<file path="src/cpu_defs.svh">
`ifndef CPU_DEFS_SVH
`define CPU_DEFS_SVH

`default_nettype none

// Datapath widths
`define DATA_N 8
`define ADDR_N 16

// First fetch address out of reset
`define RESET_PC 16'h0000

// Upper bound on any wait for a bus event or halt
`define TIMEOUT_CYCLES 2000

`default_nettype wire

`endif

</file>
<file path="src/bus_pkg.sv">
`include "cpu_defs.svh"
`default_nettype none

package bus_pkg;

	typedef logic [`ADDR_N - 1:0] addr_t;
	typedef logic [`DATA_N - 1:0] data_t;

	// One store as seen on the bus
	typedef struct packed {
		addr_t addr;
		data_t data;
	} mem_write_t;

endpackage

`default_nettype wire

</file>
<file path="src/isa_pkg.sv">
`include "cpu_defs.svh"
`default_nettype none

package isa_pkg;

	// 6502 encodings where HLT borrows an unused slot
	typedef enum logic [`DATA_N - 1:0] {
		LDA_IMM = 8'hA9,
		LDA_ABS = 8'hAD,
		STA_ABS = 8'h8D,
		STX_ABS = 8'h8E,
		ADC_IMM = 8'h69,
		AND_IMM = 8'h29,
		EOR_IMM = 8'h49,
		TAX     = 8'hAA,
		INX     = 8'hE8,
		JMP_ABS = 8'h4C,
		BEQ_ABS = 8'hF0,
		HLT     = 8'h02
	} opcode_t;

	typedef enum logic [2:0] {
		ADD,
		AND,
		EOR,
		PASS_B,
		INC
	} alu_func_t;

	typedef struct packed {
		logic n;
		logic z;
		logic c;
	} status_t;

endpackage

`default_nettype wire

</file>
<file path="src/alu_if.sv">
`timescale 1ns/100ps
`include "cpu_defs.svh"
`default_nettype none

interface alu_if;

	bus_pkg::data_t a;
	bus_pkg::data_t b;
	isa_pkg::alu_func_t func;
	logic cin;

	bus_pkg::data_t result;
	isa_pkg::status_t flags;

	modport seq (
		output a, b, func, cin
	);

	modport alu (
		input a, b, func, cin,
		output result, flags
	);

endinterface

`default_nettype wire

</file>
<file path="src/alu.sv">
`timescale 1ns/100ps
`include "cpu_defs.svh"
`default_nettype none

module alu (
	alu_if.alu bus
);

logic [`DATA_N:0] sum;
bus_pkg::data_t res;
logic carry;

// Nine bit sum keeps the carry out
assign sum = {1'b0, bus.a} + {1'b0, bus.b} + {{`DATA_N{1'b0}}, bus.cin};

always_comb begin
	res = bus.b;
	carry = bus.cin;
	case (bus.func)
		isa_pkg::ADD: begin
			res = sum[`DATA_N - 1:0];
			carry = sum[`DATA_N];
		end
		isa_pkg::AND: begin
			res = bus.a & bus.b;
		end
		isa_pkg::EOR: begin
			res = bus.a ^ bus.b;
		end
		isa_pkg::INC: begin
			// Wraps at the top and leaves carry alone
			res = bus.a + 1'b1;
		end
		default: begin
			res = bus.b;
		end
	endcase
end

assign bus.result = res;
assign bus.flags.n = res[`DATA_N - 1];
assign bus.flags.z = (res == '0);
assign bus.flags.c = carry;

endmodule

`default_nettype wire

</file>
<file path="src/cpu.sv">
`timescale 1ns/100ps
`include "cpu_defs.svh"
`default_nettype none

module cpu (
	input wire clk_i,
	input wire rst_n_i,
	output bus_pkg::addr_t paddr_o,
	output logic psel_o,
	output logic penable_o,
	output logic pwrite_o,
	output bus_pkg::data_t pwdata_o,
	input bus_pkg::data_t prdata_i,
	input wire pready_i,
	output logic halt_o
);

bus_pkg::addr_t pc_val, pc_load_val;
bus_pkg::data_t acc, x;
isa_pkg::status_t p;
logic acc_we, x_we, p_we;
logic pc_inc, pc_load;

alu_if alu_bus ();

alu alu0 (.bus(alu_bus.alu));

// Accumulator, X and flags all load from the ALU
register acc0 (.clk_i(clk_i), .rst_n_i(rst_n_i), .we_i(acc_we),
		.d_i(alu_bus.result), .q_o(acc));
register x0 (.clk_i(clk_i), .rst_n_i(rst_n_i), .we_i(x_we),
		.d_i(alu_bus.result), .q_o(x));
register #(.payload_t(isa_pkg::status_t)) p0 (.clk_i(clk_i), .rst_n_i(rst_n_i),
		.we_i(p_we), .d_i(alu_bus.flags), .q_o(p));

pc pc0 (.clk_i(clk_i), .rst_n_i(rst_n_i), .inc_i(pc_inc), .load_i(pc_load),
		.load_val_i(pc_load_val), .pc_o(pc_val));

sequencer seq0 (
	.clk_i(clk_i),
	.rst_n_i(rst_n_i),
	.paddr_o(paddr_o),
	.psel_o(psel_o),
	.penable_o(penable_o),
	.pwrite_o(pwrite_o),
	.pwdata_o(pwdata_o),
	.prdata_i(prdata_i),
	.pready_i(pready_i),
	.pc_i(pc_val),
	.acc_i(acc),
	.x_i(x),
	.p_i(p),
	.alu(alu_bus.seq),
	.acc_we_o(acc_we),
	.x_we_o(x_we),
	.p_we_o(p_we),
	.pc_inc_o(pc_inc),
	.pc_load_o(pc_load),
	.pc_load_val_o(pc_load_val),
	.halt_o(halt_o)
);

endmodule

`default_nettype wire

</file>
<file path="src/pc.sv">
`timescale 1ns/100ps
`include "cpu_defs.svh"
`default_nettype none

module pc (
	input wire clk_i,
	input wire rst_n_i,
	input wire inc_i,
	input wire load_i,
	input bus_pkg::addr_t load_val_i,
	output bus_pkg::addr_t pc_o
);

bus_pkg::addr_t pc_q;

// Jump target wins over the step
always_ff @(posedge clk_i or negedge rst_n_i) begin
	if (!rst_n_i) begin
		pc_q <= `RESET_PC;
	end else if (load_i) begin
		pc_q <= load_val_i;
	end else if (inc_i) begin
		pc_q <= pc_q + 1'b1;
	end
end

assign pc_o = pc_q;

endmodule

`default_nettype wire

</file>
<file path="src/register.sv">
`timescale 1ns/100ps
`include "cpu_defs.svh"
`default_nettype none

module register #(
	parameter type payload_t = bus_pkg::data_t
) (
	input wire clk_i,
	input wire rst_n_i,
	input wire we_i,
	input payload_t d_i,
	output payload_t q_o
);

payload_t q;

always_ff @(posedge clk_i or negedge rst_n_i) begin
	if (!rst_n_i) begin
		q <= '0;
	end else if (we_i) begin
		q <= d_i;
	end
end

assign q_o = q;

endmodule

`default_nettype wire

</file>
<file path="src/sequencer.sv">
`timescale 1ns/100ps
`include "cpu_defs.svh"
`default_nettype none

module sequencer (
	input wire clk_i,
	input wire rst_n_i,

	output bus_pkg::addr_t paddr_o,
	output logic psel_o,
	output logic penable_o,
	output logic pwrite_o,
	output bus_pkg::data_t pwdata_o,
	input bus_pkg::data_t prdata_i,
	input wire pready_i,

	input bus_pkg::addr_t pc_i,
	input bus_pkg::data_t acc_i,
	input bus_pkg::data_t x_i,
	input isa_pkg::status_t p_i,

	alu_if.seq alu,

	output logic acc_we_o,
	output logic x_we_o,
	output logic p_we_o,

	output logic pc_inc_o,
	output logic pc_load_o,
	output bus_pkg::addr_t pc_load_val_o,

	output logic halt_o
);

typedef enum logic [2:0] {
	ST_FETCH_SETUP,
	ST_FETCH_ACCESS,
	ST_OPL,
	ST_OPH,
	ST_RD,
	ST_WR,
	ST_EXEC,
	ST_HALT
} state_t;

// Operand and data transfers start with one idle cycle
typedef enum logic [1:0] {
	PH_IDLE,
	PH_SETUP,
	PH_ACCESS
} phase_t;

state_t state_q, state_d;
phase_t phase_q, phase_d;

isa_pkg::opcode_t opcode_q;
isa_pkg::opcode_t fetched;
bus_pkg::data_t opl_q, oph_q, data_q;

logic xfer, done, exec;

// Where an instruction goes once its opcode arrives
function automatic state_t after_fetch(input isa_pkg::opcode_t op);
	state_t nxt;
	case (op)
		isa_pkg::HLT: nxt = ST_HALT;
		isa_pkg::TAX, isa_pkg::INX: nxt = ST_EXEC;
		isa_pkg::LDA_IMM, isa_pkg::LDA_ABS, isa_pkg::STA_ABS, isa_pkg::STX_ABS,
		isa_pkg::ADC_IMM, isa_pkg::AND_IMM, isa_pkg::EOR_IMM,
		isa_pkg::JMP_ABS, isa_pkg::BEQ_ABS: nxt = ST_OPL;
		default: nxt = ST_EXEC;
	endcase
	return nxt;
endfunction

function automatic state_t after_xfer(input state_t st, input isa_pkg::opcode_t op);
	state_t nxt;
	nxt = ST_EXEC;
	case (st)
		ST_OPL: begin
			if (op inside {isa_pkg::LDA_ABS, isa_pkg::STA_ABS, isa_pkg::STX_ABS,
					isa_pkg::JMP_ABS, isa_pkg::BEQ_ABS}) begin
				nxt = ST_OPH;
			end
		end
		ST_OPH: begin
			if (op == isa_pkg::LDA_ABS) begin
				nxt = ST_RD;
			end else if (op == isa_pkg::STA_ABS || op == isa_pkg::STX_ABS) begin
				nxt = ST_WR;
			end
		end
		default: nxt = ST_EXEC;
	endcase
	return nxt;
endfunction

assign fetched = isa_pkg::opcode_t'(prdata_i);
assign xfer = (state_q inside {ST_OPL, ST_OPH, ST_RD, ST_WR});
assign exec = (state_q == ST_EXEC);

// APB master phases
assign psel_o = (state_q == ST_FETCH_SETUP) || (state_q == ST_FETCH_ACCESS) ||
		(xfer && phase_q != PH_IDLE);
assign penable_o = (state_q == ST_FETCH_ACCESS) || (xfer && phase_q == PH_ACCESS);
assign pwrite_o = (state_q == ST_WR) && (phase_q != PH_IDLE);
assign done = penable_o && pready_i;

assign paddr_o = (state_q == ST_RD || state_q == ST_WR) ? {oph_q, opl_q} : pc_i;
assign pwdata_o = (opcode_q == isa_pkg::STX_ABS) ? x_i : acc_i;

always_comb begin
	state_d = state_q;
	phase_d = phase_q;
	case (state_q)
		ST_FETCH_SETUP: state_d = ST_FETCH_ACCESS;
		ST_FETCH_ACCESS: begin
			if (pready_i) begin
				state_d = after_fetch(fetched);
				phase_d = PH_IDLE;
			end
		end
		ST_OPL, ST_OPH, ST_RD, ST_WR: begin
			case (phase_q)
				PH_IDLE: phase_d = PH_SETUP;
				PH_SETUP: phase_d = PH_ACCESS;
				default: begin
					if (pready_i) begin
						state_d = after_xfer(state_q, opcode_q);
						phase_d = PH_IDLE;
					end
				end
			endcase
		end
		ST_EXEC: state_d = ST_FETCH_SETUP;
		default: state_d = ST_HALT;
	endcase
end

// Reset parks in execute with a do-nothing opcode so psel starts low
always_ff @(posedge clk_i or negedge rst_n_i) begin
	if (!rst_n_i) begin
		state_q <= ST_EXEC;
		phase_q <= PH_IDLE;
		opcode_q <= isa_pkg::HLT;
	end else begin
		state_q <= state_d;
		phase_q <= phase_d;
		if (state_q == ST_FETCH_ACCESS && pready_i) begin
			opcode_q <= fetched;
		end
	end
end

// Operand and data latches
always_ff @(posedge clk_i) begin
	if (done && state_q == ST_OPL) begin
		opl_q <= prdata_i;
	end
	if (done && state_q == ST_OPH) begin
		oph_q <= prdata_i;
	end
	if (done && state_q == ST_RD) begin
		data_q <= prdata_i;
	end
end

assign pc_inc_o = done && (state_q inside {ST_FETCH_ACCESS, ST_OPL, ST_OPH});
assign pc_load_val_o = {oph_q, opl_q};
assign pc_load_o = exec && ((opcode_q == isa_pkg::JMP_ABS) ||
		(opcode_q == isa_pkg::BEQ_ABS && p_i.z));

// Execute step
always_comb begin
	alu.a = acc_i;
	alu.b = opl_q;
	alu.func = isa_pkg::PASS_B;
	alu.cin = p_i.c;
	acc_we_o = 1'b0;
	x_we_o = 1'b0;
	p_we_o = 1'b0;
	case (opcode_q)
		isa_pkg::LDA_IMM: begin
			acc_we_o = exec;
			p_we_o = exec;
		end
		isa_pkg::LDA_ABS: begin
			alu.b = data_q;
			acc_we_o = exec;
			p_we_o = exec;
		end
		isa_pkg::ADC_IMM, isa_pkg::AND_IMM, isa_pkg::EOR_IMM: begin
			if (opcode_q == isa_pkg::ADC_IMM) begin
				alu.func = isa_pkg::ADD;
			end else if (opcode_q == isa_pkg::AND_IMM) begin
				alu.func = isa_pkg::AND;
			end else begin
				alu.func = isa_pkg::EOR;
			end
			acc_we_o = exec;
			p_we_o = exec;
		end
		isa_pkg::TAX: begin
			alu.b = acc_i;
			x_we_o = exec;
			p_we_o = exec;
		end
		isa_pkg::INX: begin
			alu.a = x_i;
			alu.func = isa_pkg::INC;
			x_we_o = exec;
			p_we_o = exec;
		end
		default: begin
			alu.func = isa_pkg::PASS_B;
		end
	endcase
end

assign halt_o = (state_q == ST_HALT);

endmodule

`default_nettype wire

</file>
<file path="config.mk">
export PLATFORM = sky130hd
export DESIGN_NAME = cpu
export DESIGN_NICKNAME = d
export VERILOG_FILES = /design/src/bus_pkg.sv /design/src/isa_pkg.sv /design/src/alu_if.sv /design/src/alu.sv /design/src/cpu.sv /design/src/pc.sv /design/src/register.sv /design/src/sequencer.sv
export VERILOG_INCLUDE_DIRS = /design/src
export SDC_FILE = /design/constraint.sdc
export NUM_CORES = 1
export LEC_CHECK = 0
export BUFFER_PORTS_ARGS = -buffer_cell sky130_fd_sc_hd__buf_4
export CAP_MARGIN = 30
export CORE_ASPECT_RATIO = 0.9
export CORE_MARGIN = 2
export CORE_UTILIZATION = 66
export CTS_BUF_LIST = sky130_fd_sc_hd__clkbuf_4
export CTS_CLUSTER_DIAMETER = 150
export DETAILED_ROUTE_END_ITERATION = 10
export PLACE_DENSITY = 0.87
export SETUP_SLACK_MARGIN = 0.4
export SLEW_MARGIN = 20
export SYNTH_ARGS = -nofsm -noshare
export SYNTH_HDL_FRONTEND = slang
export SYNTH_SLANG_ARGS = --single-unit
</file>
<file path="constraint.sdc">
create_clock -name clk_i -period 8.05 [get_ports clk_i]
set_input_delay 0 -clock clk_i [delete_from_list [all_inputs] [get_ports clk_i]]
set_output_delay 0 -clock clk_i [all_outputs]
set_load 0.02 [all_outputs]
</file>
==> reports/metrics.csv, run 1 <==
metric,value,unit
status,completed,
yosysUniqueCellTypes,64,
fin_skew,17.26,ps
ctsResizeCount,0,
critical_path_class,flop to flop,
startpoint,seq0.opcode_q[5],
drive_gt1_share,20.37,%
combPwrFrac,3.5,%
first_pass_iters,5,
p_int,0.0004411,W
setup_viol,0,
holdBufCountCts,10,
yosys.area.top_type,dfrtp_1,
grt_pass1_vias,3801,
wire_per_inst,18.86,um
globalplace.congestion,0.9533,
grt_max_degree,48,
hpwl,8.266,mm
drt_iter0_drc,399,
port_buffers,38,
syn_inst,493,
cp-endpoint,p0.q_o[1],
pwr_density_cell,112.4,nW/um^2
cp-start-kind,flop,
clock_latency,420,ps
cts_buffers,9,
hold_viol_final,0,
clkPwrFrac,32.3,%
antenna_found_initial,0,
cts_max_level,3,
worstMarginPinSlew,861.9,ps
synth.most_common_cell,nand2_1,
wl,11.84,mm
syn_area,4654,um^2
min_path_type,input pin to async pin,
rsz0062_at_grt,false,
switching_power,0.0001406,W
yosys_warnings,0,
arrival,4330,ps
syn_area_per_cell,9.441,um^2
die_w,92.52,um
placed_area,4969,um^2
vias,4118,
cts_tree,done,
post_cts_buffers,0,
crit_required,8410,ps
post-route-cell-area,5176,um^2
seqPwrFrac,64.2,%
reg2reg_depth,14,
synth_top_area_share,23.66,%
slew_viol_final,0,
leakage,2.164,nW
yosys_most_used_dff,dfrtp_1,
max-vdd-ir-drop,127.4,uV
clkTransAtPathRegs,130,ps
synthTopCellsByArea,"dfrtp_1 (24%), edfxtp_1 (15%), mux2_2 (8.5%)",
nFillCells,499,
reg2reg_from,seq0.opcode_q[5],
clockBufferDepth,2,
ant_nets,0,
regArea,1901,um^2
fin_crit_sh,49.33,%
ys_seq_area_share,40.83,%
fin_setup_tns,0,ps
p_sw_share,24.17,%
clkSinkCount,71,
cts-root-buf,clkbuf_4,
design.core.area,6930,um^2
fp-row-count,29,
max-cap-violations,0,
whs,122.8,ps
initial_core_util,67.16,%
grt_pass1_wl,19.24,mm
die_area,7741,um^2
num_antenna_cells,0,
final_util,74.69,%
synth_edf_count,24,
grtUsageTotal,31.69,%
areaGrowthSynthToFinish,11.21,%
end_kind,flop,
r2r_slack,4080,ps
fmax,0.2518,GHz
grt-ovfl-total,0,
relSlewSlack,42.33,%
multi_input_area,2587,um^2
ioPinCount,39,
synth_common_cells,"nand2_1 (78), dfrtp_1 (44), o21ai_0 (40)",
r2r-end,p0.q_o[1],
async_flop_share,66.20,%
crit_fanout,11,
post_drt_via_cell_ratio,6.557,
synth_seq_cells,71,
drc_errors,0,
die_y,83.67,um
syn-num-nets,519,
min_period,3971,ps
nNetsFinal,556,
power.total,0.0005817,W
worst min path at each step:
stage	startpoint	to	cells after the start
floorplan	rst_n_i	acc0.q_o[0]	0
CTS	rst_n_i	pc0.pc_o[8]	2
finish	rst_n_i	pc0.pc_o[8]	2
detailed placement	rst_n_i	pc0.pc_o[8]	1
global placement	rst_n_i	pc0.pc_o[8]	1
global route	rst_n_i	pc0.pc_o[8]	2
flip-flops by register name (all words and copies together) (netlist names):
register / flops
acc0.q_o: 8
p0.q_o: 2
pc0.pc_o: 16
seq0.data_q: 8
seq0.opcode_q: 8
seq0.oph_q: 8
seq0.opl_q: 8
seq0.phase_q: 2
seq0.state_q: 3
x0.q_o: 8
critical path: stages, from the launching register on:
cell and delay [ps]:
dfrtp_1 510, and4bb_2 320, and2_1 260, nor2_2 320, a21o_1 200, inv_1 70, fa_1 410, fa_1 410
nor2b_1 180, o2111ai_1 150, a21oi_1 210, nor3b_1 100, o32a_1 320, nor4_2 280, a31o_1 170
final cells by class:
class,count,share of cell area (%)
flip-flops and latches,71,36.72
inverters,13,0.9427
clock buffers,9,1.305
repair buffers,52,8.025
well taps,93,2.248
multi-input cells,383,49.99
clock inverters,7,0.7735
layer usage:
metal	GRT usage [%]	wire (um)	part of all wire, %	vias to the layer above
met5	0	0	0	-
met4	8.955	197	1.7	0
met3	6.956	1025	8.7	25
met2	48.04	5432	46	207
met1	46.06	5186	44	1972
li1	-	-	-	1914
power by group through the flow:
| stage | clock (W) | combinational [W] | sequential [W] |
|---|---|---|---|
| global placement | 0 | 0.0000156 | 0.000381 |
| CTS | 0.000192 | 0.0000200 | 0.000373 |
| global route | 0.000211 | 0.0000220 | 0.000373 |
| detailed placement | 0 | 0.0000163 | 0.000381 |
| floorplan | 0 | 0.00000203 | 0.000381 |
| finish | 0.000188 | 0.0000203 | 0.000373 |
stage by stage:
| step | std cells | worst slack [ps] |
|---|---|---|
| final | 628 | 4079 |
| after global routing | 628 | 3856 |
| after CTS | 628 | 4152 |
| after detailed placement | 602 | 4203 |
| after global placement | 601 | 4315 |
| after floorplan | 493 | 4583 |
cell usage in the layout (no fill, tap or decap), types with 8 or more instances in the layout:
cell type      instances
nand2_1               78
dfrtp_1               44
buf_4                 42
o21ai_0               40
mux2_2                35
edfxtp_1              24
nor2_1                22
a21oi_1               19
nand3_1               15
inv_1                 13
ha_1                  13
nor3_1                10
dlygate4sd3_1         10
a22o_1                 9
a21o_1                 9
clkbuf_4               9
a22oi_1                8
and3_1                 8
logic make-up (layout without fill, tap and decap cells):
| group | Yosys count | after routing | synth area share, % |
|---|---|---|---|
| adder cells (fa/ha/maj) | 15 | 15 | 4.355 |
| AO/OA/AOI/OAI | 136 | 136 | 19.60 |
| XOR/XNOR | 12 | 12 | 2.258 |
| flip-flops | 71 | 71 | 40.83 |
| AND/OR/NAND/NOR | 184 | 184 | 20.70 |
| multiplexers | 36 | 36 | 8.683 |
| buffers and inverters | 39 | 81 | 3.575 |
No activity file was read; power rests on OpenSTA's default activity.
==> run 2, diff against run 1 <==
--- a/config.mk
+++ b/config.mk
@@ -10,11 +10,11 @@
 export CAP_MARGIN = 30
 export CORE_ASPECT_RATIO = 0.9
 export CORE_MARGIN = 2
-export CORE_UTILIZATION = 66
+export CORE_UTILIZATION = 62
 export CTS_BUF_LIST = sky130_fd_sc_hd__clkbuf_4
 export CTS_CLUSTER_DIAMETER = 150
 export DETAILED_ROUTE_END_ITERATION = 10
-export PLACE_DENSITY = 0.87
+export PLACE_DENSITY = 0.82
 export SETUP_SLACK_MARGIN = 0.4
 export SLEW_MARGIN = 20
 export SYNTH_ARGS = -nofsm -noshare
==> constraint.sdc (replaced) <==
create_clock -name clk_i -period 3.7 [get_ports clk_i]
set_input_delay 0 -clock clk_i [delete_from_list [all_inputs] [get_ports clk_i]]
set_output_delay 0 -clock clk_i [all_outputs]
set_load 0.02 [all_outputs]
==> run 2 against run 1 <==
Net effect:
- hold slack lost 14 ps
- count of clock-buffer cells in the layout stayed put
- maximum frequency up 19%
- global-route usage is essentially flat
- cell count is 3.2% higher
- sequential share of layout area is 1.5 points lower
- clock power increased to 2.6 times the previous value
- first-iteration DRC count increased by 25%
- non-clock buffer count is 20 higher
- critical path depth unchanged
- critical path type unchanged
- critical endpoint unchanged
==> reports/metrics.csv, run 2 (synthesis gave the netlist of run 1 again) <==
metric,value,unit,change
rsz0062_at_grt,true,,was false
ant_nets,0,,unchanged
initial_core_util,65.11,%,was 67.16%
arrival,3710,ps,was 4330 ps
first_pass_iters,7,,was 5
drc_errors,0,,unchanged
end_kind,flop,,unchanged
seqPwrFrac,60.6,%,was 64.2%
cp-start-kind,flop,,unchanged
clock_latency,430,ps,was 420 ps
hpwl,8.490,mm,was 8.266 mm
relSlewSlack,44.41,%,was 42.33%
cts_max_level,3,,unchanged
final_common_cell,nand2_1,,unchanged
grtUsageTotal,31.72,%,was 31.69%
die_y,86.20,um,was 83.67 um
antenna_found_initial,0,,unchanged
reg2reg_depth,14,,unchanged
drt_iter0_drc,499,,was 399
min_period,3334,ps,was 3971 ps
nNetsFinal,576,,was 556
cts_buffers,9,,unchanged
final_cell_mix,"nand2_1 (78), buf_4 (62), dfrtp_1 (42)",,"was nand2_1 (78), dfrtp_1 (44), buf_4 (42)"
drive_gt1_share,25.23,%,was 20.37%
hold_viol_final,0,,unchanged
critical_path_class,flop to flop,,unchanged
slew_viol_final,0,,unchanged
clkSinkCount,71,,unchanged
cts_tree,done,,unchanged
setup_ws,365.5,ps,was 4079 ps
wl,12.35,mm,was 11.84 mm
fin_setup_tns,0,ps,unchanged
p_int,0.001030,W,was 0.0004411 W
clkTransAtPathRegs,130,ps,about the same
worstMarginPinSlew,833.9,ps,was 861.9 ps
max-vdd-ir-drop,236.7,uV,was 127.4 uV
clkPwrFrac,36.1,%,was 32.3%
clockBufferDepth,2,,unchanged
fin_crit_sh,90.12,%,was 49.33%
grt_pass1_vias,3893,,was 3801
nFillCells,486,,was 499
grt_pass1_wl,19.80,mm,was 19.24 mm
die_area,8217,um^2,was 7741 um^2
max-cap-violations,0,,unchanged
reg2reg_from,seq0.opcode_q[4],,was seq0.opcode_q[5]
place_ws,38.51,ps,was 4203 ps
post_drt_via_cell_ratio,6.588,,was 6.557
switching_power,0.0003093,W,was 0.0001406 W
status,completed,,unchanged
grt_max_degree,48,,unchanged
p_sw_share,23.08,%,was 24.17%
areaGrowthSynthToFinish,16.02,%,was 11.21%
port_buffers,38,,unchanged
design.core.area,7148,um^2,was 6930 um^2
crit_fanout,4,,was 11
wire_per_inst,19.06,um,was 18.86 um
fmax,0.2999,GHz,was 0.2518 GHz
ioPinCount,39,,unchanged
globalplace.congestion,0.9614,,was 0.9533
fp-row-count,29,,unchanged
num_antenna_cells,0,,unchanged
combPwrFrac,3.3,%,was 3.5%
fin_skew,19.17,ps,was 17.26 ps
leakage,2.301,nW,was 2.164 nW
die_w,95.33,um,was 92.52 um
cts-root-buf,clkbuf_4,,unchanged
min_path_type,input pin to async pin,,unchanged
grt-ovfl-total,0,,unchanged
pwr_density_cell,248.1,nW/um^2,was 112.4 nW/um^2
vias,4269,,was 4118
setup_viol,0,,unchanged
largest_reg_flops,16,,unchanged
crit_required,4070,ps,was 8410 ps
r2r-end,p0.q_o[1],,unchanged
r2r_slack,370,ps,was 4080 ps
## run 2: cell types whose count changed in the layout (fill, tap and decap cells not counted), sizes merged
cell	delta
buf	+20
clkinvlp	-3
inv	+2
bufinv	+1
## run 2: what timing repair did
item	in CTS	in global routing
hold buffers	10	0
pin swaps	8	4
resized for setup	9	2
hold endpoints to repair	81	0
buffers inserted	12	1
setup endpoints to repair	5	4
## run 2: power by group through the flow
stage | registers (W) | clock network (W) | logic (W)
finish | 0.000812 | 0.000484 | 0.0000436
global route | 0.000812 | 0.000525 | 0.0000487
CTS | 0.000812 | 0.000490 | 0.0000430
detailed placement | 0.000828 | 0 | 0.0000346
global placement | 0.000828 | 0 | 0.0000340
floorplan | 0.000828 | 0 | 0.00000440
## run 2: area by class of cell
type	instances	area (um^2)	share of cell area (%)
clock inverter	7	62.56	1.158
inverter	13	48.80	0.9036
tap	93	116.4	2.155
timing repair buffer	72	565.5	10.47
sequential	71	1903	35.24
clock buffer	9	67.56	1.251
multi-input combinational	383	2636	48.82
## run 2: critical path, cell delays in order (launching register included)
cell       delay, ps
dfrtp_1          430
and4bb_4         320
and4_4           260
a22o_1           140
a21o_1           110
inv_1             60
fa_2             350
fa_2             380
nor2b_4          160
o2111ai_4        150
a21oi_2          210
nor3b_2           70
o32a_1           310
nor4_2           170
a31o_1           180
## run 2: metrics by stage
stage          power [W]  std cells  util, %  hold WS [ps]  cell area (um^2)
3_3_place_gp   0.0008621        609    70.45         43.86              5036
2_1_floorplan  0.0008328        493        -        -295.6              4671
5_1_grt         0.001387        648    75.55         181.2              5400
4_1_cts         0.001345        647    75.28         120.5              5381
3_5_place_dp   0.0008627        609    70.45         51.62              5036
6_report        0.001340        648    75.55         108.4              5400
## run 2: worst max path at each step
stage / cells after the start / slack, ps / end / startpoint
after floorplan: 14 / 420 / p0.q_o[1] / seq0.opcode_q[1]
after global placement: 14 / 210 / p0.q_o[1] / seq0.opcode_q[1]
after detailed placement: 14 / 40 / p0.q_o[1] / seq0.opcode_q[1]
after CTS: 14 / 320 / p0.q_o[1] / seq0.opcode_q[4]
after global routing: 14 / 200 / p0.q_o[1] / seq0.opcode_q[4]
final: 14 / 370 / p0.q_o[1] / seq0.opcode_q[4]
## run 2: metal layers
| layer | part of all wire (%) | track usage (%) | vias up |
|---|---|---|---|
| li1 | - | - | 1958 |
| met1 | 42 | 45.65 | 2014 |
| met2 | 46 | 48.91 | 254 |
| met3 | 8.8 | 4.348 | 43 |
| met4 | 2.5 | 12.25 | 0 |
| met5 | 0 | 0 | - |
